<file path="src/stk_macros.svh">
// Sizing constants for the stack pool
// STK_PTR_W must equal STK_LINE_W plus log2 of STK_BANKS_N
`ifndef STK_MACROS_SVH
`define STK_MACROS_SVH

// SRAM banks, picked by the lowest pointer bit
`define STK_BANKS_N 2

// Engines, one stack each
`define STK_ENGS_N 4

// Line pointer width, 32 lines in the pool
`define STK_PTR_W 5

// Row index within one bank
`define STK_LINE_W 4

// Payload word
`define STK_DAT_W 32

`endif

</file>
<file path="src/stk_mem_pkg.sv">
// Storage types for the shared line pool
// Pointer bit 0 is the bank, the upper bits are the row in that bank
`default_nettype none

`include "stk_macros.svh"

package stk_mem_pkg;

  // Flat line pointer into the whole pool
  typedef logic [`STK_PTR_W-1:0] ptr_t;

  // Row within one bank
  typedef logic [`STK_LINE_W-1:0] line_id_t;

  // Bank number
  typedef logic [$clog2(`STK_BANKS_N)-1:0] bankid_t;

  // Engine number
  typedef logic [$clog2(`STK_ENGS_N)-1:0] engid_t;

  // Pointer as seen by the SRAM path
  typedef struct packed {
    line_id_t line;
    bankid_t  bank;
  } ptr_split_t;

  // Free list uses flat, SRAM path uses split
  typedef union packed {
    ptr_t       flat;
    ptr_split_t split;
  } ptr_u;

endpackage : stk_mem_pkg

`default_nettype wire

</file>
<file path="src/stk_uc_pkg.sv">
// Microcode encodings shared by the pipeline stages
`default_nettype none

package stk_uc_pkg;

  // Command opcode
  typedef enum logic {
    OPCODE_PUSH = 1'b0,
    OPCODE_POP  = 1'b1
  } opcode_t;

  // Command outcome
  typedef enum logic [1:0] {
    // Command completed
    STATUS_OK    = 2'd0,
    // Push with no free line
    STATUS_FULL  = 2'd1,
    // Pop of an empty stack
    STATUS_EMPTY = 2'd2
  } status_t;

endpackage : stk_uc_pkg

`default_nettype wire
</file>
<file path="src/stk_free_list.sv">
// Stack of free line pointers, full after reset
// Caller must not allocate when empty
`default_nettype none
`timescale 1ns/1ps

`include "stk_macros.svh"

module stk_free_list (
  input wire logic              i_clk
, input wire logic              i_rst
, input wire logic              i_alloc
, output stk_mem_pkg::ptr_u     o_alloc_ptr
, output logic                  o_empty
, input wire logic              i_rel
, input wire stk_mem_pkg::ptr_u i_rel_ptr
);

  import stk_mem_pkg::*;

  localparam int LINES_N = 2 ** `STK_PTR_W;

  typedef logic [`STK_PTR_W:0] cnt_t;

  ptr_t fl_mem [LINES_N];
  cnt_t cnt_r;
  ptr_t top_idx;

  // Top entry sits one below the count
  assign top_idx = cnt_r[`STK_PTR_W-1:0] - 1'b1;

  assign o_alloc_ptr.flat = fl_mem[top_idx];
  assign o_empty = (cnt_r == '0);

  always_ff @(posedge i_clk) begin
    if (i_rst) begin
      cnt_r <= cnt_t'(LINES_N);
      for (int i = 0; i < LINES_N; i++) begin
        fl_mem[i] <= ptr_t'(i);
      end
    end else begin
      case ({i_alloc, i_rel})
        // Released line replaces the one taken
        2'b11: fl_mem[top_idx] <= i_rel_ptr.flat;
        2'b10: cnt_r <= cnt_r - 1'b1;
        2'b01: begin
          fl_mem[cnt_r[`STK_PTR_W-1:0]] <= i_rel_ptr.flat;
          cnt_r <= cnt_r + 1'b1;
        end
        default: begin
        end
      endcase
    end
  end

endmodule : stk_free_list

`default_nettype wire

</file>
<file path="src/stk_pipe_admit.sv">
// Admit stage, samples the command then decodes against the head table
// Same-engine commands need 3 cycles spacing, heads are not forwarded
`default_nettype none
`timescale 1ns/1ps

`include "stk_macros.svh"

module stk_pipe_admit (
  input wire logic                                     i_clk
, input wire logic                                     i_rst
// Command
, input wire logic                                     i_cmd_vld
, input wire stk_mem_pkg::engid_t                      i_cmd_engid
, input wire stk_uc_pkg::opcode_t                      i_cmd_opcode
, input wire logic [`STK_DAT_W-1:0]                    i_cmd_dat
// Head table
, input wire logic [`STK_ENGS_N-1:0]                   i_head_vld
, input wire stk_mem_pkg::ptr_t [`STK_ENGS_N-1:0]      i_head_ptr
// Free list
, output logic                                         o_alloc
, input wire stk_mem_pkg::ptr_u                        i_alloc_ptr
, input wire logic                                     i_fl_empty
// Prev pointer SRAM
, output logic [`STK_BANKS_N-1:0]                      o_prev_ce
, output logic [`STK_BANKS_N-1:0]                      o_prev_we
, output stk_mem_pkg::line_id_t                        o_prev_addr
, output stk_mem_pkg::ptr_t                            o_prev_din
// Data SRAM
, output logic [`STK_BANKS_N-1:0]                      o_dat_ce
, output logic [`STK_BANKS_N-1:0]                      o_dat_we
, output stk_mem_pkg::line_id_t                        o_dat_addr
, output logic [`STK_DAT_W-1:0]                        o_dat_din
// Microcode to memory stage
, output logic                                         o_uc_vld
, output stk_mem_pkg::engid_t                          o_uc_engid
, output stk_mem_pkg::bankid_t                         o_uc_bankid
, output stk_uc_pkg::opcode_t                          o_uc_opcode
, output stk_uc_pkg::status_t                          o_uc_status
, output logic                                         o_uc_head_vld
, output logic                                         o_uc_head_dord
, output stk_mem_pkg::ptr_t                            o_uc_head_ptr
);

  import stk_mem_pkg::*;
  import stk_uc_pkg::*;

  typedef logic [`STK_BANKS_N-1:0] bank_vec_t;

  logic                  cmd_vld_r;
  engid_t                cmd_engid_r;
  opcode_t               cmd_opcode_r;
  logic [`STK_DAT_W-1:0] cmd_dat_r;

  logic      is_push;
  logic      cur_head_vld;
  ptr_u      head_u;
  ptr_u      line_u;
  status_t   status;
  logic      cmd_ok;
  bank_vec_t bank_sel;

  // Command capture
  always_ff @(posedge i_clk) begin
    if (i_rst) begin
      cmd_vld_r <= 1'b0;
    end else begin
      cmd_vld_r <= i_cmd_vld;
    end
  end

  always_ff @(posedge i_clk) begin
    if (i_cmd_vld) begin
      cmd_engid_r  <= i_cmd_engid;
      cmd_opcode_r <= i_cmd_opcode;
      cmd_dat_r    <= i_cmd_dat;
    end
  end

  // Head lookup for the captured engine
  assign is_push      = (cmd_opcode_r == OPCODE_PUSH);
  assign cur_head_vld = i_head_vld[cmd_engid_r];
  assign head_u.flat  = i_head_ptr[cmd_engid_r];

  always_comb begin
    if (is_push) begin
      status = i_fl_empty ? STATUS_FULL : STATUS_OK;
    end else begin
      status = cur_head_vld ? STATUS_OK : STATUS_EMPTY;
    end
  end

  assign cmd_ok  = cmd_vld_r && (status == STATUS_OK);
  assign o_alloc = cmd_ok && is_push;

  // Push targets the new line, pop the current head
  assign line_u   = is_push ? i_alloc_ptr : head_u;
  assign bank_sel = cmd_ok ? (bank_vec_t'(1) << line_u.split.bank) : '0;

  // Strobes, failed commands leave the SRAMs idle
  always_ff @(posedge i_clk) begin
    if (i_rst) begin
      o_prev_ce <= '0;
      o_prev_we <= '0;
      o_dat_ce  <= '0;
      o_dat_we  <= '0;
      o_uc_vld  <= 1'b0;
    end else begin
      o_prev_ce <= bank_sel;
      o_prev_we <= is_push ? bank_sel : '0;
      o_dat_ce  <= bank_sel;
      o_dat_we  <= is_push ? bank_sel : '0;
      o_uc_vld  <= cmd_vld_r;
    end
  end

  always_ff @(posedge i_clk) begin
    if (cmd_vld_r) begin
      o_prev_addr    <= line_u.split.line;
      // First line of a stack points at itself
      o_prev_din     <= cur_head_vld ? head_u.flat : i_alloc_ptr.flat;
      o_dat_addr     <= line_u.split.line;
      o_dat_din      <= cmd_dat_r;
      o_uc_engid     <= cmd_engid_r;
      o_uc_bankid    <= line_u.split.bank;
      o_uc_opcode    <= cmd_opcode_r;
      o_uc_status    <= status;
      o_uc_head_vld  <= cmd_ok;
      // Pop takes the new head from the prev SRAM
      o_uc_head_dord <= !is_push;
      o_uc_head_ptr  <= line_u.flat;
    end
  end

endmodule : stk_pipe_admit

`default_nettype wire

</file>
<file path="src/stk_pipe_mem.sv">
// Memory stage, banked prev pointer and data SRAMs
// Writeback microcode is combinational from the stage registers
`default_nettype none
`timescale 1ns/1ps

`include "stk_macros.svh"

module stk_pipe_mem (
  input wire logic                                     i_clk
, input wire logic                                     i_rst
// Prev pointer SRAM
, input wire logic [`STK_BANKS_N-1:0]                  i_prev_ce
, input wire logic [`STK_BANKS_N-1:0]                  i_prev_we
, input wire stk_mem_pkg::line_id_t                    i_prev_addr
, input wire stk_mem_pkg::ptr_t                        i_prev_din
// Data SRAM
, input wire logic [`STK_BANKS_N-1:0]                  i_dat_ce
, input wire logic [`STK_BANKS_N-1:0]                  i_dat_we
, input wire stk_mem_pkg::line_id_t                    i_dat_addr
, input wire logic [`STK_DAT_W-1:0]                    i_dat_din
// Microcode from admit
, input wire logic                                     i_uc_vld
, input wire stk_mem_pkg::engid_t                      i_uc_engid
, input wire stk_mem_pkg::bankid_t                     i_uc_bankid
, input wire stk_uc_pkg::opcode_t                      i_uc_opcode
, input wire stk_uc_pkg::status_t                      i_uc_status
, input wire logic                                     i_uc_head_vld
, input wire logic                                     i_uc_head_dord
, input wire stk_mem_pkg::ptr_t                        i_uc_head_ptr
// Microcode to writeback
, output logic                                         o_wrbk_uc_vld
, output stk_mem_pkg::engid_t                          o_wrbk_uc_engid
, output stk_uc_pkg::status_t                          o_wrbk_uc_status
, output logic                                         o_wrbk_uc_head_vld
, output stk_mem_pkg::ptr_t                            o_wrbk_uc_head_ptr
, output stk_mem_pkg::ptr_t                            o_wrbk_uc_rel_ptr
, output logic                                         o_wrbk_uc_dat_vld
, output logic [`STK_DAT_W-1:0]                        o_wrbk_uc_dat
);

  import stk_mem_pkg::*;
  import stk_uc_pkg::*;

  ptr_t                  prev_dout [`STK_BANKS_N];
  logic [`STK_DAT_W-1:0] dat_dout [`STK_BANKS_N];
  ptr_t                  prev_ptr;

  logic    mdat_uc_vld_r;
  engid_t  mdat_uc_engid_r;
  bankid_t mdat_uc_bankid_r;
  opcode_t mdat_uc_opcode_r;
  status_t mdat_uc_status_r;
  logic    mdat_uc_head_vld_r;
  logic    mdat_uc_head_dord_r;
  ptr_t    mdat_uc_head_ptr_r;

  // One prev and one data SRAM per bank
  for (genvar bnk = 0; bnk < `STK_BANKS_N; bnk++) begin : g_bank
    stk_sram #(.W(`STK_PTR_W)) u_prev_sram (
      .i_clk  (i_clk)
    , .i_ce   (i_prev_ce[bnk])
    , .i_we   (i_prev_we[bnk])
    , .i_addr (i_prev_addr)
    , .i_din  (i_prev_din)
    , .o_dout (prev_dout[bnk])
    );

    stk_sram #(.W(`STK_DAT_W)) u_dat_sram (
      .i_clk  (i_clk)
    , .i_ce   (i_dat_ce[bnk])
    , .i_we   (i_dat_we[bnk])
    , .i_addr (i_dat_addr)
    , .i_din  (i_dat_din)
    , .o_dout (dat_dout[bnk])
    );
  end : g_bank

  // Microcode registered alongside the SRAM read
  always_ff @(posedge i_clk) begin
    if (i_rst) begin
      mdat_uc_vld_r <= 1'b0;
    end else begin
      mdat_uc_vld_r <= i_uc_vld;
    end
  end

  always_ff @(posedge i_clk) begin
    if (i_uc_vld) begin
      mdat_uc_engid_r     <= i_uc_engid;
      mdat_uc_bankid_r    <= i_uc_bankid;
      mdat_uc_opcode_r    <= i_uc_opcode;
      mdat_uc_status_r    <= i_uc_status;
      mdat_uc_head_vld_r  <= i_uc_head_vld;
      mdat_uc_head_dord_r <= i_uc_head_dord;
      mdat_uc_head_ptr_r  <= i_uc_head_ptr;
    end
  end

  // Read bank from the registered bank id
  assign prev_ptr = prev_dout[mdat_uc_bankid_r];

  assign o_wrbk_uc_vld      = mdat_uc_vld_r;
  assign o_wrbk_uc_engid    = mdat_uc_engid_r;
  assign o_wrbk_uc_status   = mdat_uc_status_r;
  assign o_wrbk_uc_head_vld = mdat_uc_head_vld_r;
  assign o_wrbk_uc_head_ptr = mdat_uc_head_dord_r ? prev_ptr : mdat_uc_head_ptr_r;

  // Old head of a pop goes back to the free list
  assign o_wrbk_uc_rel_ptr = mdat_uc_head_ptr_r;

  // Data only on a successful pop
  assign o_wrbk_uc_dat_vld = mdat_uc_vld_r
                          && (mdat_uc_opcode_r == OPCODE_POP)
                          && (mdat_uc_status_r == STATUS_OK);
  assign o_wrbk_uc_dat     = dat_dout[mdat_uc_bankid_r];

endmodule : stk_pipe_mem

`default_nettype wire

</file>
<file path="src/stk_pipe_wrbk.sv">
// Writeback stage, head table, line release and response
// Release is combinational, the free list takes it at the response edge
`default_nettype none
`timescale 1ns/1ps

`include "stk_macros.svh"

module stk_pipe_wrbk (
  input wire logic                                     i_clk
, input wire logic                                     i_rst
// Microcode from memory stage
, input wire logic                                     i_wrbk_uc_vld
, input wire stk_mem_pkg::engid_t                      i_wrbk_uc_engid
, input wire stk_uc_pkg::status_t                      i_wrbk_uc_status
, input wire logic                                     i_wrbk_uc_head_vld
, input wire stk_mem_pkg::ptr_t                        i_wrbk_uc_head_ptr
, input wire stk_mem_pkg::ptr_t                        i_wrbk_uc_rel_ptr
, input wire logic                                     i_wrbk_uc_dat_vld
, input wire logic [`STK_DAT_W-1:0]                    i_wrbk_uc_dat
// Head table
, output logic [`STK_ENGS_N-1:0]                       o_head_vld
, output stk_mem_pkg::ptr_t [`STK_ENGS_N-1:0]          o_head_ptr
// Free list release
, output logic                                         o_rel
, output stk_mem_pkg::ptr_u                            o_rel_ptr
// Response
, output logic                                         o_rsp_vld
, output stk_mem_pkg::engid_t                          o_rsp_engid
, output stk_uc_pkg::status_t                          o_rsp_status
, output logic                                         o_rsp_dat_vld
, output logic [`STK_DAT_W-1:0]                        o_rsp_dat
);

  import stk_uc_pkg::*;

  logic upd;
  logic bottom;

  assign upd = i_wrbk_uc_vld && (i_wrbk_uc_status == STATUS_OK);

  // Bottom line points at itself
  assign bottom = i_wrbk_uc_dat_vld && (i_wrbk_uc_head_ptr == i_wrbk_uc_rel_ptr);

  always_ff @(posedge i_clk) begin
    if (i_rst) begin
      o_head_vld <= '0;
    end else if (upd) begin
      o_head_vld[i_wrbk_uc_engid] <= i_wrbk_uc_head_vld && !bottom;
    end
  end

  always_ff @(posedge i_clk) begin
    if (upd) begin
      o_head_ptr[i_wrbk_uc_engid] <= i_wrbk_uc_head_ptr;
    end
  end

  // Popped line returns to the pool
  assign o_rel          = i_wrbk_uc_vld && i_wrbk_uc_dat_vld;
  assign o_rel_ptr.flat = i_wrbk_uc_rel_ptr;

  always_ff @(posedge i_clk) begin
    if (i_rst) begin
      o_rsp_vld <= 1'b0;
    end else begin
      o_rsp_vld <= i_wrbk_uc_vld;
    end
  end

  always_ff @(posedge i_clk) begin
    if (i_wrbk_uc_vld) begin
      o_rsp_engid   <= i_wrbk_uc_engid;
      o_rsp_status  <= i_wrbk_uc_status;
      o_rsp_dat_vld <= i_wrbk_uc_dat_vld;
      o_rsp_dat     <= i_wrbk_uc_dat;
    end
  end

endmodule : stk_pipe_wrbk

`default_nettype wire

</file>
<file path="src/stk_sram.sv">
// Single-port SRAM, 16 rows, registered read data
// Read data holds until the next read
`default_nettype none
`timescale 1ns/1ps

`include "stk_macros.svh"

module stk_sram #(
  parameter int W = 32
) (
  input wire logic                  i_clk
, input wire logic                  i_ce
, input wire logic                  i_we
, input wire stk_mem_pkg::line_id_t i_addr
, input wire logic [W-1:0]          i_din
, output logic [W-1:0]              o_dout
);

  localparam int ROWS_N = 2 ** `STK_LINE_W;

  logic [W-1:0] mem [ROWS_N];

  // Write on enable with write set, else read
  always_ff @(posedge i_clk) begin
    if (i_ce && i_we) begin
      mem[i_addr] <= i_din;
    end else if (i_ce) begin
      o_dout <= mem[i_addr];
    end
  end

endmodule : stk_sram

`default_nettype wire

</file>
<file path="src/stk_top.sv">
// Linked-list stack store, response 3 cycles after each command
// No back-pressure, same-engine commands at least 3 cycles apart
`default_nettype none
`timescale 1ns/1ps

`include "stk_macros.svh"

module stk_top (
  input wire logic                   i_clk
, input wire logic                   i_rst
, input wire logic                   i_cmd_vld
, input wire stk_mem_pkg::engid_t    i_cmd_engid
, input wire stk_uc_pkg::opcode_t    i_cmd_opcode
, input wire logic [`STK_DAT_W-1:0]  i_cmd_dat
, output logic                       o_rsp_vld
, output stk_mem_pkg::engid_t        o_rsp_engid
, output stk_uc_pkg::status_t        o_rsp_status
, output logic                       o_rsp_dat_vld
, output logic [`STK_DAT_W-1:0]      o_rsp_dat
);

  import stk_mem_pkg::*;
  import stk_uc_pkg::*;

  // Head table and free list
  logic [`STK_ENGS_N-1:0]    head_vld;
  ptr_t [`STK_ENGS_N-1:0]    head_ptr;
  logic                      alloc;
  ptr_u                      alloc_ptr;
  logic                      fl_empty;
  logic                      rel;
  ptr_u                      rel_ptr;

  // Admit to memory
  logic [`STK_BANKS_N-1:0]   prev_ce;
  logic [`STK_BANKS_N-1:0]   prev_we;
  line_id_t                  prev_addr;
  ptr_t                      prev_din;
  logic [`STK_BANKS_N-1:0]   dat_ce;
  logic [`STK_BANKS_N-1:0]   dat_we;
  line_id_t                  dat_addr;
  logic [`STK_DAT_W-1:0]     dat_din;
  logic                      uc_vld;
  engid_t                    uc_engid;
  bankid_t                   uc_bankid;
  opcode_t                   uc_opcode;
  status_t                   uc_status;
  logic                      uc_head_vld;
  logic                      uc_head_dord;
  ptr_t                      uc_head_ptr;

  // Memory to writeback
  logic                      wrbk_uc_vld;
  engid_t                    wrbk_uc_engid;
  status_t                   wrbk_uc_status;
  logic                      wrbk_uc_head_vld;
  ptr_t                      wrbk_uc_head_ptr;
  ptr_t                      wrbk_uc_rel_ptr;
  logic                      wrbk_uc_dat_vld;
  logic [`STK_DAT_W-1:0]     wrbk_uc_dat;

  stk_pipe_admit u_admit (
    .i_clk          (i_clk)
  , .i_rst          (i_rst)
  , .i_cmd_vld      (i_cmd_vld)
  , .i_cmd_engid    (i_cmd_engid)
  , .i_cmd_opcode   (i_cmd_opcode)
  , .i_cmd_dat      (i_cmd_dat)
  , .i_head_vld     (head_vld)
  , .i_head_ptr     (head_ptr)
  , .o_alloc        (alloc)
  , .i_alloc_ptr    (alloc_ptr)
  , .i_fl_empty     (fl_empty)
  , .o_prev_ce      (prev_ce)
  , .o_prev_we      (prev_we)
  , .o_prev_addr    (prev_addr)
  , .o_prev_din     (prev_din)
  , .o_dat_ce       (dat_ce)
  , .o_dat_we       (dat_we)
  , .o_dat_addr     (dat_addr)
  , .o_dat_din      (dat_din)
  , .o_uc_vld       (uc_vld)
  , .o_uc_engid     (uc_engid)
  , .o_uc_bankid    (uc_bankid)
  , .o_uc_opcode    (uc_opcode)
  , .o_uc_status    (uc_status)
  , .o_uc_head_vld  (uc_head_vld)
  , .o_uc_head_dord (uc_head_dord)
  , .o_uc_head_ptr  (uc_head_ptr)
  );

  stk_free_list u_free_list (
    .i_clk       (i_clk)
  , .i_rst       (i_rst)
  , .i_alloc     (alloc)
  , .o_alloc_ptr (alloc_ptr)
  , .o_empty     (fl_empty)
  , .i_rel       (rel)
  , .i_rel_ptr   (rel_ptr)
  );

  stk_pipe_mem u_mem (
    .i_clk              (i_clk)
  , .i_rst              (i_rst)
  , .i_prev_ce          (prev_ce)
  , .i_prev_we          (prev_we)
  , .i_prev_addr        (prev_addr)
  , .i_prev_din         (prev_din)
  , .i_dat_ce           (dat_ce)
  , .i_dat_we           (dat_we)
  , .i_dat_addr         (dat_addr)
  , .i_dat_din          (dat_din)
  , .i_uc_vld           (uc_vld)
  , .i_uc_engid         (uc_engid)
  , .i_uc_bankid        (uc_bankid)
  , .i_uc_opcode        (uc_opcode)
  , .i_uc_status        (uc_status)
  , .i_uc_head_vld      (uc_head_vld)
  , .i_uc_head_dord     (uc_head_dord)
  , .i_uc_head_ptr      (uc_head_ptr)
  , .o_wrbk_uc_vld      (wrbk_uc_vld)
  , .o_wrbk_uc_engid    (wrbk_uc_engid)
  , .o_wrbk_uc_status   (wrbk_uc_status)
  , .o_wrbk_uc_head_vld (wrbk_uc_head_vld)
  , .o_wrbk_uc_head_ptr (wrbk_uc_head_ptr)
  , .o_wrbk_uc_rel_ptr  (wrbk_uc_rel_ptr)
  , .o_wrbk_uc_dat_vld  (wrbk_uc_dat_vld)
  , .o_wrbk_uc_dat      (wrbk_uc_dat)
  );

  stk_pipe_wrbk u_wrbk (
    .i_clk              (i_clk)
  , .i_rst              (i_rst)
  , .i_wrbk_uc_vld      (wrbk_uc_vld)
  , .i_wrbk_uc_engid    (wrbk_uc_engid)
  , .i_wrbk_uc_status   (wrbk_uc_status)
  , .i_wrbk_uc_head_vld (wrbk_uc_head_vld)
  , .i_wrbk_uc_head_ptr (wrbk_uc_head_ptr)
  , .i_wrbk_uc_rel_ptr  (wrbk_uc_rel_ptr)
  , .i_wrbk_uc_dat_vld  (wrbk_uc_dat_vld)
  , .i_wrbk_uc_dat      (wrbk_uc_dat)
  , .o_head_vld         (head_vld)
  , .o_head_ptr         (head_ptr)
  , .o_rel              (rel)
  , .o_rel_ptr          (rel_ptr)
  , .o_rsp_vld          (o_rsp_vld)
  , .o_rsp_engid        (o_rsp_engid)
  , .o_rsp_status       (o_rsp_status)
  , .o_rsp_dat_vld      (o_rsp_dat_vld)
  , .o_rsp_dat          (o_rsp_dat)
  );

endmodule : stk_top

`default_nettype wire

</file>
<file path="config.mk">
export PLATFORM = sky130hd
export DESIGN_NAME = stk_top
export DESIGN_NICKNAME = d
export VERILOG_FILES = /design/src/stk_mem_pkg.sv /design/src/stk_uc_pkg.sv /design/src/stk_free_list.sv /design/src/stk_pipe_admit.sv /design/src/stk_pipe_mem.sv /design/src/stk_pipe_wrbk.sv /design/src/stk_sram.sv /design/src/stk_top.sv
export VERILOG_INCLUDE_DIRS = /design/src
export SDC_FILE = /design/constraint.sdc
export NUM_CORES = 2
export LEC_CHECK = 0
export ABC_AREA = 1
export BUFFER_PORTS_ARGS = -buffer_cell sky130_fd_sc_hd__clkbuf_2
export CORE_ASPECT_RATIO = 2
export CORE_MARGIN = 3
export CORE_UTILIZATION = 35
export DETAILED_ROUTE_END_ITERATION = 7
export GPL_TIMING_DRIVEN = 0
export PLACE_DENSITY = 0.49
export SKIP_CTS_REPAIR_TIMING = 1
export SLEW_MARGIN = 30
export SYNTH_ARGS = -nofsm -noshare
export SYNTH_HDL_FRONTEND = slang
export SYNTH_SLANG_ARGS = --single-unit
</file>
<file path="constraint.sdc">
create_clock -name i_clk -period 7.55 [get_ports i_clk]
set_input_delay 0.3775 -clock i_clk [delete_from_list [all_inputs] [get_ports i_clk]]
set_output_delay 0.3775 -clock i_clk [all_outputs]
set_load 0.01 [all_outputs]
</file>
# Word-level counts from Yosys, hierarchy flattened
# Memories as Yosys holds them, arrays and structs flattened. A register that Yosys moved wholly into a read port is not among the register bits.
# Cells that the tools add are included.
# Widths: inputs -> output; s select.
[word_totals]
register_bits = 175
latch_bits = 0
ramBits = 1344
rom_bits = 0
inputBits = 38
word_cells = 118
mem_count = 5
[memory_table]
columns = ["memory", "depth", "word_bits", "read_ports", "rd_ports_with_merged_regs", "write_ports", "line_no", "source"]
rows = [
  ["u_mem.g_bank[0].u_dat_sram.mem", 16, 32, 1, 1, 1, "stk_sram.sv:21", "logic [W-1:0] mem [ROWS_N];"],
  ["u_mem.g_bank[1].u_dat_sram.mem", 16, 32, 1, 1, 1, "stk_sram.sv:21", ""],
  ["u_free_list.fl_mem", 32, 5, 1, 0, 32, "stk_free_list.sv:24", "ptr_t fl_mem [LINES_N];"],
  ["u_mem.g_bank[0].u_prev_sram.mem", 16, 5, 1, 1, 1, "stk_sram.sv:21", ""],
  ["u_mem.g_bank[1].u_prev_sram.mem", 16, 5, 1, 1, 1, "stk_sram.sv:21", ""],
]
[op_classes]
add_sub_neg = 3
mul = 0
div = 0
magnitude_cmp = 4
eq_ne = 4
shifts = 1
muxes = 42
bitwise = 4
reduce_logical = 21
[op_table]
columns = ["op", "n"]
rows = [
  ["$mux 32", 3],
  ["$mux 5", 12],
  ["$bwmux 20", 1],
  ["$mux 1", 17],
  ["$pmux 6 s2", 1],
  ["$logic_and 1x1->1", 11],
  ["$bmux 5 s2", 1],
  ["$demux 5 s2", 1],
  ["$reduce_or 5->1", 2],
  ["$add 6x1->6 const B", 1],
  ["$logic_not 6->1", 1],
  ["$lt 2x3->1 const B", 2],
  ["$mux 2", 3],
  ["$sub 6x1->6 const B", 1],
  ["$eq 5x5->1", 1],
  ["$sub 5x1->5 const B", 1],
  ["$bwmux 4", 1],
  ["$eq 2x2->1 const B", 2],
  ["$logic_not 2->1", 2],
  ["$reduce_and 2->1", 2],
  ["$not 1->1", 3],
  ["$bmux 1 s2", 1],
  ["$demux 1 s2", 1],
  ["$eq 2x1->1 const B", 1],
  ["7 further kinds", 7],
]

# Longest topological paths before layout
[depth]
word_depth = 14
depth_mapped = 21
mapped_depth_nobuf = 17

# By module
# From an unflattened synthesis, not the netlist that was laid out.
[hier_totals]
cells_unflattened = 6457
hier_area_um2 = 67531.0
[by_module_without_submodules]
columns = ["module", "n_inst", "cells_per_inst", "area_per_inst_um2", "seq_area_each_um2"]
rows = [
  ["stk_sram at u_mem.g_bank[0].u_dat_sram ...", 2, 2117, 22549.1, 16335.7],
  ["stk_free_list", 1, 1040, 8839.7, 4924.7],
  ["stk_sram at u_mem.g_bank[0].u_prev_sram ...", 2, 358, 3692.3, 2552.4],
  ["stk_pipe_admit", 1, 193, 3126.7, 2612.5],
  ["stk_pipe_wrbk", 1, 116, 2082.0, 1811.7],
  ["stk_pipe_mem", 1, 158, 999.7, 410.4],
]

# Worst setup path before layout
# Ideal clock, no wire load.
[synth_timing]
path_kind = "register to register"
start = "register, netlist name u_admit.o_uc_head_ptr[1]"
end = "memory u_mem.g_bank[0].u_dat_sram.mem[0][0], enable pin"
t_arrival_ns = 4.032
required_ns = 7.073
path_slack_ns = 3.041
stages_incl_launch_ff = 7
n_path_buf = 3
synth_period_minus_slack_ns = 4.509
path_cell_list = "edfxtp_1 > buf_2 > nor2_1 > buf_2 > buf_2 > inv_1 > nor3_1"
[synth_lines]
columns = ["item", "line_no"]
rows = [
  ["end, declared", "stk_sram.sv:21"],
]

==> impl_metrics.ini <==
[route]
detail-route-antenna-nets = 0
dr_wl_met3_mm = 11.1
wl_met1_mm = 74.6
routedWlPerCell_um = 31.7
dr.pass1.iters = 5
vias_per_cell = 5.52
wl_met2_mm = 126
routed_wirelength_mm = 234
drt_iter0_markers = 3580
dr.max_layer_used = met5
remaining_drc_errors = 0
num_vias = 40700

[critical_path]
end_kind = register
timing.rr.start = u_free_list.cnt_r[0]
crit_type = reg2reg
ff2ff_path_depth = 17
r2r-end = u_free_list.fl_mem[31][0]
r2r_slack_ns = 1.91
start_kind = register
cp_max_fo = 10
critical_path_arrival_ns = 6.07
critPathRequiredTime_ns = 7.98

[sta]
fin_skew_ns = 0.0531
max-slew-margin-rel_pct = 27.5
worst_pin_slew_ns = 1.09
min_period_ns = 5.64
setup_tns_ns = 0
setup_viol = 0
fmax_mhz = 177
slew_viol_final = 0
period_share_pct = 74.7
hold_viol_final = 0
rsz0062_at_grt = no

[clocking]
ctsHtreeMaxLevel = 4
root_buffer = clkbuf_16
insertion_delay_ns = 0.81
cts_buffers = 154
clockBufferDepth = 4
cts_tree = yes
clock-sinks = 1587
clk_pin_slew_ns = 0.06

[global_route]
grt_pass1_vias = 41100
track_usage_pct = 25.7
grt_max_degree = 37
antenna_found_initial = 11
grt-ovfl-total = 0
grt_pass1_wl_mm = 319

[power_and_ir_drop]
power.density_mw_per_mm2 = 264
p_leak_nw = 24.5
clock_power_share_pct = 38.6
switchingPower_mw = 4.83
p_comb_share_pct = 9.7
ir_drop_mv = 0.169
internal-power_mw = 14.4
switching_share_pct = 25.2
p_seq_share_pct = 51.7

[cells_and_area]
fillers = 16100
seqCellArea_mm2 = 0.0475
drive_above_1_share_pct = 15.2
fin_cells = 7370
area_delta_synth_final_pct = 18.8
final_util_pct = 42.0
multi_input_area_mm2 = 0.0125
nets = 5021

[synth]
ys_seq_area_share_pct = 77.5
yosys-top-cells-count = 1569 x edfxtp_1, 966 x nand3_1, 622 x nand2_1, 296 x a22oi_1, 244 x clkbuf_1
synth-edff-count = 1569
yosysTopAreaCell = edfxtp_1
synth_seq_cells = 1587
synthFlopType = edfxtp_1
yosys_warnings = 0
synth.net_count = 4439
yosysUniqueCellTypes = 42
synth_area_leaders = edfxtp_1 77%, nand3_1 7.9%, nand2_1 3.8%, a22oi_1 3.6%, clkbuf_1 1.5%
synth_top_area_share_pct = 76.9
syn_area_mm2 = 0.0613
async_reset_ff_share_pct = 0
syn_inst = 4394
syn_avg_cell_area_um2 = 13.9
yosys.cell_count.top_type = edfxtp_1

[job]
cap_viol_max_count = 0

[floorplan]
dieWidth_um = 302
rows = 216
die_area_mm2 = 0.180
start_util_pct = 35.3
core_region_area_mm2 = 0.174
ioPinCount = 76
die_h_um = 598

[hold_path]
min_path_type = in2reg
min_path_cells = 3
min_to = u_wrbk.o_rsp_vld
hold_path.startpoint = i_rst

[placed_design]
dp.cells = 7073
place_congestion = 0.933
portBuffers = 75
dp_hpwl_mm = 176

[status]
outcome = finished clean
==> critical path, cell delays in order, from the launching register on <==
cell     delay [ns]
dfxtp_1        0.33
buf_2          0.26
inv_2          0.22
buf_4          0.28
buf_2          0.32
buf_2          0.31
ha_1           0.34
nand3_2        0.18
nor4_1         0.37
nor2_1         0.12
nand2_1        0.09
ha_1           0.29
nand2_4        0.16
o21ai_1        0.18
nand2_1        0.17
nor2_1         0.59
inv_2          0.37
o21ai_0        0.64
==> worst max-delay path by stage <==
stage	from	end	slack (ns)	cells past startpoint
after global routing	u_free_list.cnt_r[0]	u_free_list.fl_mem[31][0]	1.61	17
after global placement	u_admit.o_uc_head_ptr[1]	u_mem.g_bank[0].u_dat_sram.mem[12][12]	-3.64	6
after floorplan	u_admit.o_uc_head_ptr[1]	u_mem.g_bank[0].u_dat_sram.mem[0][0]	3.04	6
final	u_free_list.cnt_r[0]	u_free_list.fl_mem[31][0]	1.91	17
after CTS	u_free_list.cnt_r[0]	u_free_list.fl_mem[31][0]	1.88	17
after detailed placement	u_free_list.cnt_r[0]	u_free_list.fl_mem[31][2]	1.92	17
==> cells in the final DEF, fill, tap and decap left out, drive strengths merged, types with 2 or more instances in the layout <==
| cell | n |
|---|---|
| a21oi | 11 |
| a22oi | 296 |
| buf | 365 |
| bufinv | 8 |
| clkbuf | 515 |
| clkinv | 47 |
| clkinvlp | 3 |
| dfxtp | 18 |
| diode | 5 |
| dlygate4sd3 | 35 |
| edfxtp | 1569 |
| ha | 6 |
| inv | 92 |
| nand2 | 631 |
| nand3 | 967 |
| nand4 | 75 |
| nor2 | 244 |
| nor3 | 41 |
| o211ai | 33 |
| o21ai | 99 |
| o22ai | 4 |
| or2 | 2 |
| xnor2 | 3 |
| xor2 | 5 |
==> final cells by class <==
| cell class | instances | area share [%] |
|---|---|---|
| Inverter | 90 | 0.471 |
| Multi-Input combinational cell | 2424 | 17.2 |
| Clock inverter | 60 | 0.676 |
| Buffer | 293 | 1.65 |
| Antenna cell | 5 | 0.0172 |
| Timing Repair Buffer | 426 | 5.23 |
| Sequential cell | 1587 | 65.2 |
| Tap cell | 2289 | 3.93 |
| Clock buffer | 196 | 5.61 |
==> through the flow <==
step	hold slack, ns	area (µm²)	setup slack [ns]	power (mW)
floorplan	0.400	61300	3.04	10.9
finish	0.144	72800	1.91	19.2
CTS	-0.302	72400	1.88	19.3
global placement	0.402	64500	-3.64	11.8
detailed placement	0.406	67800	1.92	11.9
global route	0.164	72800	1.61	19.7
==> power groups by stage <==
stage	clock network, mW	logic (mW)	registers (mW)
after floorplan	0	0.824	10.1
after global placement	0	1.60	10.2
after detailed placement	0	1.83	10.1
after CTS	7.52	1.84	9.92
after global routing	7.83	1.95	9.92
final	7.41	1.86	9.92
==> flip-flops by register name, indices dropped and copies added, names as in the netlist, 20 cells and up <==
name,cells
u_mem.g_bank.u_dat_sram.o_dout,64
u_mem.g_bank.u_dat_sram.mem,1024
u_wrbk.o_rsp_dat,32
u_admit.o_dat_din,32
u_wrbk.o_head_ptr,20
u_mem.g_bank.u_prev_sram.mem,160
u_free_list.fl_mem,160
u_admit.cmd_dat_r,32
==> metal layers <==
layer / GRT usage, % / vias up
li1: - / 17700
met1: 25.2 / 20500
met2: 48.2 / 1793
met3: 3.09 / 695
met4: 19.9 / 6
met5: 0 / -
==> kinds of logic (layout without fill, tap and decap cells) <==
kind of cell | after synthesis | count (layout) | synth area share [%]
fa+ha+maj | 7 | 7 | 0.155
xor+xnor | 8 | 8 | 0.170
simple gates | 1964 | 1964 | 14.7
compound gates | 445 | 445 | 5.05
other cells | 0 | 5 | 0
buf+inv | 383 | 1065 | 2.43
flops | 1587 | 1587 | 77.5
Note: power is estimated with default switching activity, not from simulation.
